**src/logic/mcu_pkg.sv**
```systemverilog
////////////////////////////////////////
// Memory control unit shared widths,
// encodings and types
////////////////////////////////////////
`default_nettype none

package mcu_pkg;

  // Width of every SEW, LMUL, width and EMUL code
  localparam int CODE_W = 3;
  // LMUL code with no legal meaning
  localparam logic [CODE_W-1:0] LMUL_RESERVED = 3'd4;
  // Read-valid delay line, beats leave from the second tap
  localparam int DLINE_DEPTH = 3;

  typedef enum logic {
    MODE_UNIT,
    MODE_STRIDED
  } access_mode_e;

  // Request fields from the scheduler
  typedef struct packed {
    logic [CODE_W-1:0] sew;
    logic [CODE_W-1:0] lmul;
    logic [CODE_W-1:0] data_width;
    logic              strided;
  } mcu_req_t;

  // Configuration held for the buffer array
  typedef struct packed {
    access_mode_e      mode;
    logic [CODE_W-1:0] eew;
    logic [CODE_W-1:0] emul;
  } mem_cfg_t;

  typedef enum logic [1:0] {ST_IDLE, ST_BUFFED, ST_WRITE, ST_WAIT} store_fsm_e;

  typedef enum logic [1:0] {SR_IDLE, SR_UNIT, SR_STRIDED, SR_STRIDED_WAIT} store_rd_fsm_e;

  typedef enum logic [1:0] {LR_IDLE, LR_BUFFED, LR_WAIT, LR_READ} load_rd_fsm_e;

  typedef enum logic [1:0] {LW_IDLE, LW_UNIT, LW_STRIDED, LW_STRIDED_NEXT} load_wr_fsm_e;

endpackage

`default_nettype wire

```
**src/logic/emul_table.sv**
```systemverilog
////////////////////////////////////////
// EMUL lookup table with a flag for
// illegal SEW/LMUL/width combinations
////////////////////////////////////////
`timescale 1ns/100ps
`default_nettype none

module emul_table (
  input  mcu_pkg::mcu_req_t           req_i,
  output logic [mcu_pkg::CODE_W-1:0]  emul_o,
  output logic                        emul_valid_o
);

  // Each entry holds {valid, emul}, index is {width, lmul, sew}
  function automatic logic [127:0][mcu_pkg::CODE_W:0] build_rom();
    logic [127:0][mcu_pkg::CODE_W:0] rom;
    logic [mcu_pkg::CODE_W-1:0]      lmul;
    logic [1:0]                      width;
    logic [1:0]                      sew;
    logic signed [4:0]               sum;
    logic                            ok;
    for (int i = 0; i < 128; i++) begin
      width = i[6:5];
      lmul  = i[4:2];
      sew   = i[1:0];
      // log2 arithmetic, LMUL code read as signed
      sum = $signed(lmul) + $signed({3'b000, width}) - $signed({3'b000, sew});
      ok  = (lmul != mcu_pkg::LMUL_RESERVED) && (width != 2'd3) && (sew != 2'd3) &&
            (sum >= -3) && (sum <= 3);
      rom[i] = {ok, sum[mcu_pkg::CODE_W-1:0]};
    end
    return rom;
  endfunction

  logic [127:0][mcu_pkg::CODE_W:0] emul_rom;
  logic [6:0]                      rom_idx;
  logic [mcu_pkg::CODE_W:0]        rom_word;

  assign emul_rom = build_rom();
  assign rom_idx  = {req_i.data_width[1:0], req_i.lmul, req_i.sew[1:0]};
  assign rom_word = emul_rom[rom_idx];

  assign emul_o = rom_word[mcu_pkg::CODE_W-1:0];

  // Codes above 3 fall outside the indexed range
  assign emul_valid_o = rom_word[mcu_pkg::CODE_W] && !req_i.sew[2] && !req_i.data_width[2];

endmodule

`default_nettype wire

```
**src/logic/load_ctrl.sv**
```systemverilog
////////////////////////////////////////
// Load controller: AXI read data into the
// load buffer, buffer out to the lanes
////////////////////////////////////////
`timescale 1ns/100ps
`default_nettype none

module load_ctrl (
  input  logic                        clk,
  input  logic                        rstn,
  // Scheduler
  input  mcu_pkg::mcu_req_t           req_i,
  input  logic                        ld_vld_i,
  output logic                        ld_rdy_o,
  // EMUL lookup
  input  logic [mcu_pkg::CODE_W-1:0]  emul_i,
  input  logic                        emul_valid_i,
  // Buffer array
  output mcu_pkg::mem_cfg_t           load_cfg_o,
  output logic                        cfg_update_o,
  output logic                        cntr_rst_o,
  output logic                        baseaddr_set_o,
  output logic                        baseaddr_update_o,
  output logic                        ldbuff_wen_o,
  output logic                        ldbuff_ren_o,
  output logic                        ldbuff_read_stall_o,
  output logic                        ldbuff_read_flush_o,
  input  logic                        ldbuff_write_done_i,
  input  logic                        ldbuff_read_done_i,
  // Vector lanes
  input  logic                        vlane_load_rdy_i,
  output logic                        vlane_load_dvalid_o,
  output logic                        vlane_load_last_o,
  // AXI read channel
  output logic                        ctrl_rstart_o,
  input  logic                        ctrl_rdone_i,
  input  logic                        rd_tvalid_i,
  output logic                        rd_tready_o,
  input  logic                        rd_tlast_i
);

  mcu_pkg::load_rd_fsm_e             rd_q, rd_d;
  mcu_pkg::load_wr_fsm_e             wr_q, wr_d;
  logic                              cfg_save;
  logic                              start_wr;
  logic                              buffered;
  logic                              rstart_lvl;
  logic                              rstart_q;
  logic                              rvalid;
  logic [mcu_pkg::DLINE_DEPTH-1:0]   dline;

  always_ff @(posedge clk or negedge rstn) begin
    if (!rstn) begin
      rd_q     <= mcu_pkg::LR_IDLE;
      wr_q     <= mcu_pkg::LW_IDLE;
      rstart_q <= 1'b0;
    end else begin
      rd_q     <= rd_d;
      wr_q     <= wr_d;
      rstart_q <= rstart_lvl;
    end
  end

  always_ff @(posedge clk or negedge rstn) begin
    if (!rstn) begin
      load_cfg_o <= '0;
    end else if (cfg_save) begin
      load_cfg_o.mode <= req_i.strided ? mcu_pkg::MODE_STRIDED : mcu_pkg::MODE_UNIT;
      load_cfg_o.eew  <= req_i.data_width;
      load_cfg_o.emul <= emul_i;
    end
  end

  always_ff @(posedge clk or negedge rstn) begin
    if (!rstn) begin
      dline <= '0;
    end else if (!ldbuff_read_stall_o) begin
      dline <= {dline[mcu_pkg::DLINE_DEPTH-2:0], rvalid};
    end
  end

  assign ctrl_rstart_o       = rstart_lvl && !rstart_q;
  assign vlane_load_dvalid_o = dline[1];
  // Beat at the output tap with nothing queued behind it
  assign vlane_load_last_o   = (dline[1:0] == 2'b10);
  assign ldbuff_read_flush_o = (rd_q == mcu_pkg::LR_READ) && (dline == '0);

  ////////////////////////////////////////
  // Load buffer to lanes
  ////////////////////////////////////////
  always_comb begin
    rd_d                = rd_q;
    ld_rdy_o            = 1'b0;
    cfg_save            = 1'b0;
    baseaddr_set_o      = 1'b0;
    cfg_update_o        = 1'b0;
    cntr_rst_o          = 1'b0;
    start_wr            = 1'b0;
    rvalid              = 1'b0;
    ldbuff_ren_o        = 1'b0;
    ldbuff_read_stall_o = 1'b0;
    unique case (rd_q)
      mcu_pkg::LR_IDLE: begin
        ld_rdy_o = 1'b1;
        if (ld_vld_i) begin
          cfg_save       = 1'b1;
          baseaddr_set_o = 1'b1;
          rd_d           = mcu_pkg::LR_BUFFED;
        end
      end
      mcu_pkg::LR_BUFFED: begin
        cfg_update_o = 1'b1;
        cntr_rst_o   = 1'b1;
        start_wr     = 1'b1;
        rd_d         = mcu_pkg::LR_WAIT;
      end
      mcu_pkg::LR_WAIT: begin
        if (buffered) begin
          rd_d = mcu_pkg::LR_READ;
        end
      end
      mcu_pkg::LR_READ: begin
        ldbuff_read_stall_o = !vlane_load_rdy_i;
        rvalid              = vlane_load_rdy_i && !ldbuff_read_done_i;
        ldbuff_ren_o        = rvalid;
        if (vlane_load_last_o && vlane_load_rdy_i) begin
          rd_d = mcu_pkg::LR_IDLE;
        end
      end
    endcase
  end

  ////////////////////////////////////////
  // AXI read channel to load buffer
  ////////////////////////////////////////
  always_comb begin
    wr_d              = wr_q;
    rstart_lvl        = 1'b0;
    rd_tready_o       = 1'b0;
    ldbuff_wen_o      = 1'b0;
    baseaddr_update_o = 1'b0;
    buffered          = 1'b0;
    unique case (wr_q)
      mcu_pkg::LW_IDLE: begin
        if (start_wr) begin
          wr_d = (load_cfg_o.mode == mcu_pkg::MODE_STRIDED) ? mcu_pkg::LW_STRIDED
                                                             : mcu_pkg::LW_UNIT;
        end
      end
      mcu_pkg::LW_UNIT: begin
        rstart_lvl   = 1'b1;
        rd_tready_o  = 1'b1;
        ldbuff_wen_o = rd_tvalid_i;
        // Master closing the burst also ends it
        if ((rd_tlast_i && rd_tvalid_i) || ctrl_rdone_i) begin
          wr_d     = mcu_pkg::LW_IDLE;
          buffered = 1'b1;
        end
      end
      mcu_pkg::LW_STRIDED: begin
        rstart_lvl   = 1'b1;
        rd_tready_o  = 1'b1;
        ldbuff_wen_o = rd_tvalid_i;
        if (rd_tlast_i && rd_tvalid_i) begin
          if (ldbuff_write_done_i) begin
            wr_d     = mcu_pkg::LW_IDLE;
            buffered = 1'b1;
          end else begin
            wr_d = mcu_pkg::LW_STRIDED_NEXT;
          end
        end
      end
      mcu_pkg::LW_STRIDED_NEXT: begin
        // Step the address, start level drops for one cycle
        baseaddr_update_o = 1'b1;
        wr_d              = mcu_pkg::LW_STRIDED;
      end
    endcase
  end

  // A captured request must have a legal register group
  assert property (@(posedge clk) disable iff (!rstn) cfg_save |-> emul_valid_i)
    else $error("load request captured with illegal EMUL");

  // Last beat only once the buffer has no more reads to give
  assert property (@(posedge clk) disable iff (!rstn)
                   vlane_load_last_o |-> vlane_load_dvalid_o && ldbuff_read_done_i)
    else $error("lane last beat without valid or before read done");

endmodule

`default_nettype wire

```
**src/logic/mcu_top.sv**
```systemverilog
////////////////////////////////////////
// Memory control unit top, shared EMUL
// table with store and load controllers
////////////////////////////////////////
`timescale 1ns/100ps
`default_nettype none

module mcu_top (
  input  logic                  clk,
  input  logic                  rstn,
  // Scheduler
  input  mcu_pkg::mcu_req_t     mcu_req_i,
  input  logic                  mcu_st_vld_i,
  output logic                  mcu_st_rdy_o,
  input  logic                  mcu_ld_vld_i,
  output logic                  mcu_ld_rdy_o,
  // Buffer array, stores
  output mcu_pkg::mem_cfg_t     store_cfg_o,
  output logic                  store_cfg_update_o,
  output logic                  store_cntr_rst_o,
  output logic                  store_baseaddr_set_o,
  output logic                  store_baseaddr_update_o,
  output logic                  sbuff_wen_o,
  output logic                  sdbuff_ren_o,
  output logic                  sdbuff_read_stall_o,
  input  logic                  sdbuff_write_done_i,
  input  logic                  sdbuff_read_done_i,
  input  logic                  sdbuff_read_rdy_i,
  // Buffer array, loads
  output mcu_pkg::mem_cfg_t     load_cfg_o,
  output logic                  load_cfg_update_o,
  output logic                  load_cntr_rst_o,
  output logic                  load_baseaddr_set_o,
  output logic                  load_baseaddr_update_o,
  output logic                  ldbuff_wen_o,
  output logic                  ldbuff_ren_o,
  output logic                  ldbuff_read_stall_o,
  output logic                  ldbuff_read_flush_o,
  input  logic                  ldbuff_write_done_i,
  input  logic                  ldbuff_read_done_i,
  // Vector lanes
  input  logic                  vlane_store_dvalid_i,
  output logic                  vlane_store_rdy_o,
  input  logic                  vlane_load_rdy_i,
  output logic                  vlane_load_dvalid_o,
  output logic                  vlane_load_last_o,
  // AXI read channel
  output logic                  ctrl_rstart_o,
  input  logic                  ctrl_rdone_i,
  input  logic                  rd_tvalid_i,
  output logic                  rd_tready_o,
  input  logic                  rd_tlast_i,
  // AXI write channel
  output logic                  ctrl_wstart_o,
  input  logic                  ctrl_wdone_i,
  output logic                  wr_tvalid_o,
  input  logic                  wr_tready_i
);

  logic [mcu_pkg::CODE_W-1:0] emul;
  logic                       emul_valid;

  emul_table u_emul (
    .req_i        (mcu_req_i),
    .emul_o       (emul),
    .emul_valid_o (emul_valid)
  );

  store_ctrl u_store (
    .clk                  (clk),
    .rstn                 (rstn),
    .req_i                (mcu_req_i),
    .st_vld_i             (mcu_st_vld_i),
    .st_rdy_o             (mcu_st_rdy_o),
    .emul_i               (emul),
    .emul_valid_i         (emul_valid),
    .store_cfg_o          (store_cfg_o),
    .cfg_update_o         (store_cfg_update_o),
    .cntr_rst_o           (store_cntr_rst_o),
    .baseaddr_set_o       (store_baseaddr_set_o),
    .baseaddr_update_o    (store_baseaddr_update_o),
    .sbuff_wen_o          (sbuff_wen_o),
    .sdbuff_ren_o         (sdbuff_ren_o),
    .sdbuff_read_stall_o  (sdbuff_read_stall_o),
    .sdbuff_write_done_i  (sdbuff_write_done_i),
    .sdbuff_read_done_i   (sdbuff_read_done_i),
    .sdbuff_read_rdy_i    (sdbuff_read_rdy_i),
    .vlane_store_dvalid_i (vlane_store_dvalid_i),
    .vlane_store_rdy_o    (vlane_store_rdy_o),
    .ctrl_wstart_o        (ctrl_wstart_o),
    .ctrl_wdone_i         (ctrl_wdone_i),
    .wr_tvalid_o          (wr_tvalid_o),
    .wr_tready_i          (wr_tready_i)
  );

  load_ctrl u_load (
    .clk                 (clk),
    .rstn                (rstn),
    .req_i               (mcu_req_i),
    .ld_vld_i            (mcu_ld_vld_i),
    .ld_rdy_o            (mcu_ld_rdy_o),
    .emul_i              (emul),
    .emul_valid_i        (emul_valid),
    .load_cfg_o          (load_cfg_o),
    .cfg_update_o        (load_cfg_update_o),
    .cntr_rst_o          (load_cntr_rst_o),
    .baseaddr_set_o      (load_baseaddr_set_o),
    .baseaddr_update_o   (load_baseaddr_update_o),
    .ldbuff_wen_o        (ldbuff_wen_o),
    .ldbuff_ren_o        (ldbuff_ren_o),
    .ldbuff_read_stall_o (ldbuff_read_stall_o),
    .ldbuff_read_flush_o (ldbuff_read_flush_o),
    .ldbuff_write_done_i (ldbuff_write_done_i),
    .ldbuff_read_done_i  (ldbuff_read_done_i),
    .vlane_load_rdy_i    (vlane_load_rdy_i),
    .vlane_load_dvalid_o (vlane_load_dvalid_o),
    .vlane_load_last_o   (vlane_load_last_o),
    .ctrl_rstart_o       (ctrl_rstart_o),
    .ctrl_rdone_i        (ctrl_rdone_i),
    .rd_tvalid_i         (rd_tvalid_i),
    .rd_tready_o         (rd_tready_o),
    .rd_tlast_i          (rd_tlast_i)
  );

endmodule

`default_nettype wire

```
**src/logic/store_ctrl.sv**
```systemverilog
////////////////////////////////////////
// Store controller: lanes into the store
// buffer, buffer onto the AXI write side
////////////////////////////////////////
`timescale 1ns/100ps
`default_nettype none

module store_ctrl (
  input  logic                        clk,
  input  logic                        rstn,
  // Scheduler
  input  mcu_pkg::mcu_req_t           req_i,
  input  logic                        st_vld_i,
  output logic                        st_rdy_o,
  // EMUL lookup
  input  logic [mcu_pkg::CODE_W-1:0]  emul_i,
  input  logic                        emul_valid_i,
  // Buffer array
  output mcu_pkg::mem_cfg_t           store_cfg_o,
  output logic                        cfg_update_o,
  output logic                        cntr_rst_o,
  output logic                        baseaddr_set_o,
  output logic                        baseaddr_update_o,
  output logic                        sbuff_wen_o,
  output logic                        sdbuff_ren_o,
  output logic                        sdbuff_read_stall_o,
  input  logic                        sdbuff_write_done_i,
  input  logic                        sdbuff_read_done_i,
  input  logic                        sdbuff_read_rdy_i,
  // Vector lanes
  input  logic                        vlane_store_dvalid_i,
  output logic                        vlane_store_rdy_o,
  // AXI write channel
  output logic                        ctrl_wstart_o,
  input  logic                        ctrl_wdone_i,
  output logic                        wr_tvalid_o,
  input  logic                        wr_tready_i
);

  mcu_pkg::store_fsm_e               wr_q, wr_d;
  mcu_pkg::store_rd_fsm_e            rd_q, rd_d;
  logic                              cfg_save;
  logic                              start_rd;
  logic                              rd_done;
  logic                              rd_fin_q;
  logic                              wstart_lvl;
  logic                              wstart_q;
  logic                              rvalid;
  logic                              beat_ok;
  logic [mcu_pkg::DLINE_DEPTH-1:0]   dline;

  always_ff @(posedge clk or negedge rstn) begin
    if (!rstn) begin
      wr_q     <= mcu_pkg::ST_IDLE;
      rd_q     <= mcu_pkg::SR_IDLE;
      wstart_q <= 1'b0;
      rd_fin_q <= 1'b0;
    end else begin
      wr_q     <= wr_d;
      rd_q     <= rd_d;
      wstart_q <= wstart_lvl;
      // Read side may finish before the lanes are done writing
      if (cfg_save) begin
        rd_fin_q <= 1'b0;
      end else if (rd_done) begin
        rd_fin_q <= 1'b1;
      end
    end
  end

  always_ff @(posedge clk or negedge rstn) begin
    if (!rstn) begin
      store_cfg_o <= '0;
    end else if (cfg_save) begin
      store_cfg_o.mode <= req_i.strided ? mcu_pkg::MODE_STRIDED : mcu_pkg::MODE_UNIT;
      store_cfg_o.eew  <= req_i.data_width;
      store_cfg_o.emul <= emul_i;
    end
  end

  always_ff @(posedge clk or negedge rstn) begin
    if (!rstn) begin
      dline <= '0;
    end else if (!sdbuff_read_stall_o) begin
      dline <= {dline[mcu_pkg::DLINE_DEPTH-2:0], rvalid};
    end
  end

  // Beat at the output tap, offered only while a burst is open
  assign beat_ok       = dline[1] && sdbuff_read_rdy_i;
  assign wr_tvalid_o   = beat_ok && wstart_lvl;
  assign ctrl_wstart_o = wstart_lvl && !wstart_q;

  ////////////////////////////////////////
  // Lanes to store buffer
  ////////////////////////////////////////
  always_comb begin
    wr_d              = wr_q;
    st_rdy_o          = 1'b0;
    cfg_save          = 1'b0;
    baseaddr_set_o    = 1'b0;
    cfg_update_o      = 1'b0;
    cntr_rst_o        = 1'b0;
    start_rd          = 1'b0;
    vlane_store_rdy_o = 1'b0;
    sbuff_wen_o       = 1'b0;
    unique case (wr_q)
      mcu_pkg::ST_IDLE: begin
        st_rdy_o = 1'b1;
        if (st_vld_i) begin
          cfg_save       = 1'b1;
          baseaddr_set_o = 1'b1;
          wr_d           = mcu_pkg::ST_BUFFED;
        end
      end
      mcu_pkg::ST_BUFFED: begin
        cfg_update_o = 1'b1;
        cntr_rst_o   = 1'b1;
        start_rd     = 1'b1;
        wr_d         = mcu_pkg::ST_WRITE;
      end
      mcu_pkg::ST_WRITE: begin
        vlane_store_rdy_o = 1'b1;
        sbuff_wen_o       = vlane_store_dvalid_i;
        if (sdbuff_write_done_i && vlane_store_dvalid_i) begin
          wr_d = mcu_pkg::ST_WAIT;
        end
      end
      mcu_pkg::ST_WAIT: begin
        if (rd_done || rd_fin_q) begin
          wr_d = mcu_pkg::ST_IDLE;
        end
      end
    endcase
  end

  ////////////////////////////////////////
  // Store buffer to AXI write channel
  ////////////////////////////////////////
  always_comb begin
    rd_d                = rd_q;
    wstart_lvl          = 1'b0;
    rvalid              = 1'b0;
    sdbuff_ren_o        = 1'b0;
    sdbuff_read_stall_o = 1'b0;
    baseaddr_update_o   = 1'b0;
    rd_done             = 1'b0;
    unique case (rd_q)
      mcu_pkg::SR_IDLE: begin
        if (start_rd) begin
          rd_d = (store_cfg_o.mode == mcu_pkg::MODE_STRIDED) ? mcu_pkg::SR_STRIDED
                                                              : mcu_pkg::SR_UNIT;
        end
      end
      mcu_pkg::SR_UNIT, mcu_pkg::SR_STRIDED: begin
        wstart_lvl          = 1'b1;
        sdbuff_read_stall_o = !sdbuff_read_rdy_i || !wr_tready_i;
        rvalid              = sdbuff_read_rdy_i && wr_tready_i && !sdbuff_read_done_i;
        sdbuff_ren_o        = rvalid;
        if (rd_q == mcu_pkg::SR_UNIT) begin
          if (ctrl_wdone_i) begin
            rd_d    = mcu_pkg::SR_IDLE;
            rd_done = 1'b1;
          end
        end else if (beat_ok && wr_tready_i) begin
          // One beat per strided burst
          rd_d = mcu_pkg::SR_STRIDED_WAIT;
        end
      end
      mcu_pkg::SR_STRIDED_WAIT: begin
        sdbuff_read_stall_o = 1'b1;
        if (ctrl_wdone_i) begin
          baseaddr_update_o = 1'b1;
          if (sdbuff_read_done_i && dline[mcu_pkg::DLINE_DEPTH-2:0] == '0) begin
            rd_d    = mcu_pkg::SR_IDLE;
            rd_done = 1'b1;
          end else begin
            rd_d = mcu_pkg::SR_STRIDED;
          end
        end
      end
    endcase
  end

  // A captured request must have a legal register group
  assert property (@(posedge clk) disable iff (!rstn) cfg_save |-> emul_valid_i)
    else $error("store request captured with illegal EMUL");

  // No buffer read into a frozen delay line
  assert property (@(posedge clk) disable iff (!rstn) sdbuff_ren_o |-> !sdbuff_read_stall_o)
    else $error("store buffer read during stall");

endmodule

`default_nettype wire

```
**config.mk**
```make
export PLATFORM = sky130hd
export DESIGN_NAME = mcu_top
export DESIGN_NICKNAME = d
export VERILOG_FILES = /design/src/logic/mcu_pkg.sv /design/src/logic/emul_table.sv /design/src/logic/load_ctrl.sv /design/src/logic/mcu_top.sv /design/src/logic/store_ctrl.sv
export SDC_FILE = /design/constraint.sdc
export NUM_CORES = 1
export LEC_CHECK = 0
export ABC_AREA = 1
export BUFFER_PORTS_ARGS = -buffer_cell sky130_fd_sc_hd__clkbuf_2
export CAP_MARGIN = 30
export CORE_ASPECT_RATIO = 1.5
export CORE_MARGIN = 2
export CORE_UTILIZATION = 51
export DETAILED_ROUTE_END_ITERATION = 10
export GPL_TIMING_DRIVEN = 0
export PLACE_DENSITY = 0.8
export RECOVER_POWER = 100
export SKIP_LAST_GASP = 1
export SLEW_MARGIN = 5
export SYNTH_ARGS = -nofsm -noshare
export SYNTH_HDL_FRONTEND = slang
export SYNTH_SLANG_ARGS = --single-unit
export TNS_END_PERCENT = 30
```
**constraint.sdc**
```tcl
create_clock -name clk -period 2 [get_ports clk]
set_clock_uncertainty 0.15 [all_clocks]
set_input_delay 0.2 -clock clk [delete_from_list [all_inputs] [get_ports clk]]
set_output_delay 0.2 -clock clk [all_outputs]
set_load 0.03 [all_outputs]
```
==> summary.md <==
| Metric | Value |
|---|---|
| Status | `completed` |
| Worst Path Arrival | `1.62 ns` |
| DIE WIDTH | `55.2 um` |
| CP Launch Type | `register` |
| Io pins | `64` |
| Crit-path cells | `inv_1, ha_1, nand2_1, a21oi_4, clkbuf_4` |
| Placed wire-length estimate | `3450 um` |
| Peak supply drop | `0.000707 V` |
| Synthesis-stage register bit count | `30` |
| Yosys cell types | `30` |
| PwrDens | `1100 mW/mm2` |
| Worst Path Max Fanout | `5` |
| Number of max-cap violations | `0` |
| WS Path Type | `register to output port` |
| Worst-Margin Slew | `0.729 ns` |
| Share of the synthesized area in the top cell type | `0.374` |
| Detail Route Antenna Nets | `0` |
| Clock network power share | `0.181` |
| Top delay family on crit path | `flip-flops` |
| Routed len/inst | `11.7 um` |
| Sequential share of power | `0.319` |
| CTS tree | `yes` |
| Fmax | `509 MHz` |
| Post-Route Setup TNS | `0 ns` |
| Synth-to-Final Area Change | `23.1%` |
| Main synth FF type | `dfrtp_1` |
| FILL cells | `341` |
| Min-Delay Path Class | `input port to register` |
| CTS root buffer | `clkbuf_8` |
| Post-synthesis sequential area ratio | `0.374` |
| Area after DPL | `0.00237 mm2` |
| Ranking of synthesized cells by area | `dfrtp_1 (37%), ha_1 (13%), nand2_1 (12%)` |
| Vias | `1861` |
| WP data required | `1.65 ns` |
| Net Sw Frac | `0.455` |
| Post-Syn Instances | `258` |
| Largest net degree at the start of global routing | `31` |
| Chip height | `80.8 um` |
| Comb pwr share | `0.500` |
| Post-CTS setup buffers | `0` |
| Most frequent cells after synthesis | `nand2_1 (65), inv_1 (38), dfrtp_1 (30)` |
| RSZ-0062 raised after global routing | `true` |
| Mapped cell area | `0.00201 mm2` |
| Internal power | `1.48 mW` |
| Residual DRC | `0` |
| Worst Path Buf+Inv | `2` |
| CTS clk-pin slew, worst paths | `0.06 ns` |
| Final Hold Viols | `0` |
| First-pass GRT wire length | `7380 um` |
| Final setup vio count | `0` |
| Final net count | `374` |
| Net Switching | `1.23 mW` |
| Synth area leader | `dfrtp_1` |
| Final Slew Violations | `0` |
| CTS Buf Count | `5` |
| TritonCTS Sinks | `30` |
| Max_slew headroom | `0.514` |
| # port buffers | `60` |
| Initial Util | `0.540` |
| Worst hold margin | `0.0390 ns` |
| Later-pin clock latency in the skew report | `0.27 ns` |
| FP Rows | `27` |
| Slowest cell on the critical path | `dfrtp_1` |
| Async SR Flop Fraction | `1.00` |
| Vias per cell | `5.02` |
| Multi-input gate area | `0.00107 mm2` |
| Vias in the first global route | `1746` |
| GPL Wtd Cong | `0.812` |
| Total gr overflow | `0` |
| Die area | `0.00446 mm2` |
| First-pass iteration count of the detailed router | `4` |
| Setup crit end kind | `output port` |
| Crit path time final | `1.97 ns` |
| Tot GR Track Use | `0.203` |
| Max Root-Sink Buffers | `2` |
| Share of post-route cells with drive strength above 1 | `0.226` |
| Core area | `0.00372 mm2` |
| Ant diodes | `0` |
| Initial antenna violation count | `0` |
| Post-synth EDFFs | `0` |
| Final instance area | `0.00247 mm2` |
| FF+latch area | `751 um2` |
| H-tree level count | `2` |
| Drt first-iter violations | `34` |
| Syn nets | `305` |
| Top-count cell post-synth | `nand2_1` |
| Syn Area/Cell | `7.78 um2` |
| Period utilisation layout | `0.983` |
| Final wirelength | `4340 um` |
| Yosys warnings | `0` |
| Pleak | `1.37 nW` |
| CP max stage delay | `0.39 ns` |
-- final cells by class --
cell class | count | area share
tap | 43 | 0.0218
timing repair buffer | 62 | 0.122
clock inverter | 1 | 0.00203
multi-input combinational | 180 | 0.432
buffer | 6 | 0.0167
sequential | 30 | 0.304
inverter | 42 | 0.0669
clock buffer | 7 | 0.0350
-- cell usage in the layout (no fill, tap or decap), types with 3 or more instances in the layout --
cell and instances:
a21oi_1 11, clkbuf_2 41, nand3_2 5, nand2_2 3, nor2_1 15, nand3_1 22
nand2_1 64, dfrtp_1 30, buf_4 3, clkbuf_8 6, o21ai_0 17, clkbuf_1 20
o21ai_2 4, inv_1 39, o22ai_1 3, ha_1 21
-- worst register-to-register path, stage by stage, from the launching register on --
cell	delay, ns
dfrtp_1	0.42
inv_1	0.09
ha_1	0.25
nand2_1	0.18
clkbuf_1	0.34
nand2_1	0.11
o21ai_0	0.10
-- path summary, 6_finish.rpt --
path	start	endpoint	slack, ns	cells after the start
max	u_store.rd_q[1]	sdbuff_read_stall_o	0.03	5
min	mcu_req_i[3]	u_store.store_cfg_o[5]	0.04	3
max reg2reg	u_load.rd_q[0]	u_load.load_cfg_o[3]	0.27	6
min reg2reg	u_store.store_cfg_o[1]	u_store.store_cfg_o[1]	0.33	2
max in group asynchronous	rstn	u_store.dline[1]	0.84	2
min in group asynchronous	rstn	u_load.rd_q[0]	0.40	2
-- cell families (layout without fill, tap and decap cells) --
group | Yosys count | in the layout | share of synthesized area
flip-flops | 30 | 30 | 0.374
AO/OA/AOI/OAI | 41 | 41 | 0.116
buffers and inverters | 48 | 118 | 0.103
XOR/XNOR | 4 | 4 | 0.0212
adder cells (fa/ha/maj) | 21 | 21 | 0.131
AND/OR/NAND/NOR | 114 | 114 | 0.255
-- through the flow --
stage,std cells,util,power (mW),setup WS [ns]
final,371,0.665,2.71,0.0339
after global routing,371,0.665,2.91,-0.0365
after CTS,371,0.668,2.71,0.00608
after detailed placement,361,0.637,2.21,0.205
after global placement,361,0.637,2.17,0.218
after floorplan,258,-,1.85,0.137
-- routing by layer --
metal,vias to the layer above,GRT usage,part of all wire
li1,957,-,-
met1,855,0.229,0.41
met2,44,0.396,0.54
met3,5,0.0207,0.037
met4,0,0.0659,0.014
met5,-,0,0
-- registers in the layout, indices dropped and copies added (netlist names) --
register and cells:
u_load.dline 3, u_store.store_cfg_o 7, u_load.rd_q 2, u_store.wr_q 2
u_store.rd_q 2, u_load.rstart_q 1, u_store.dline 2, u_store.rd_fin_q 1
u_store.wstart_q 1, u_load.load_cfg_o 7, u_load.wr_q 2
-- repair_timing --
item / CTS / global route
hold buffers: 2 / 0
gates resized for setup: 1 / 5
hold endpoints to repair: 31 / 0
setup endpoints to repair: 1 / 3
-- power by group through the flow --
| stage | clock network [mW] | logic, mW | registers, mW |
|---|---|---|---|
| 2_1_floorplan | 0 | 0.866 | 0.981 |
| 3_3_place_gp | 0 | 1.29 | 0.871 |
| 3_5_place_dp | 0 | 1.33 | 0.875 |
| 4_1_cts | 0.494 | 1.35 | 0.865 |
| 5_1_grt | 0.514 | 1.51 | 0.887 |
| 6_report | 0.490 | 1.36 | 0.863 |
Note: power is estimated with default switching activity, not from simulation.
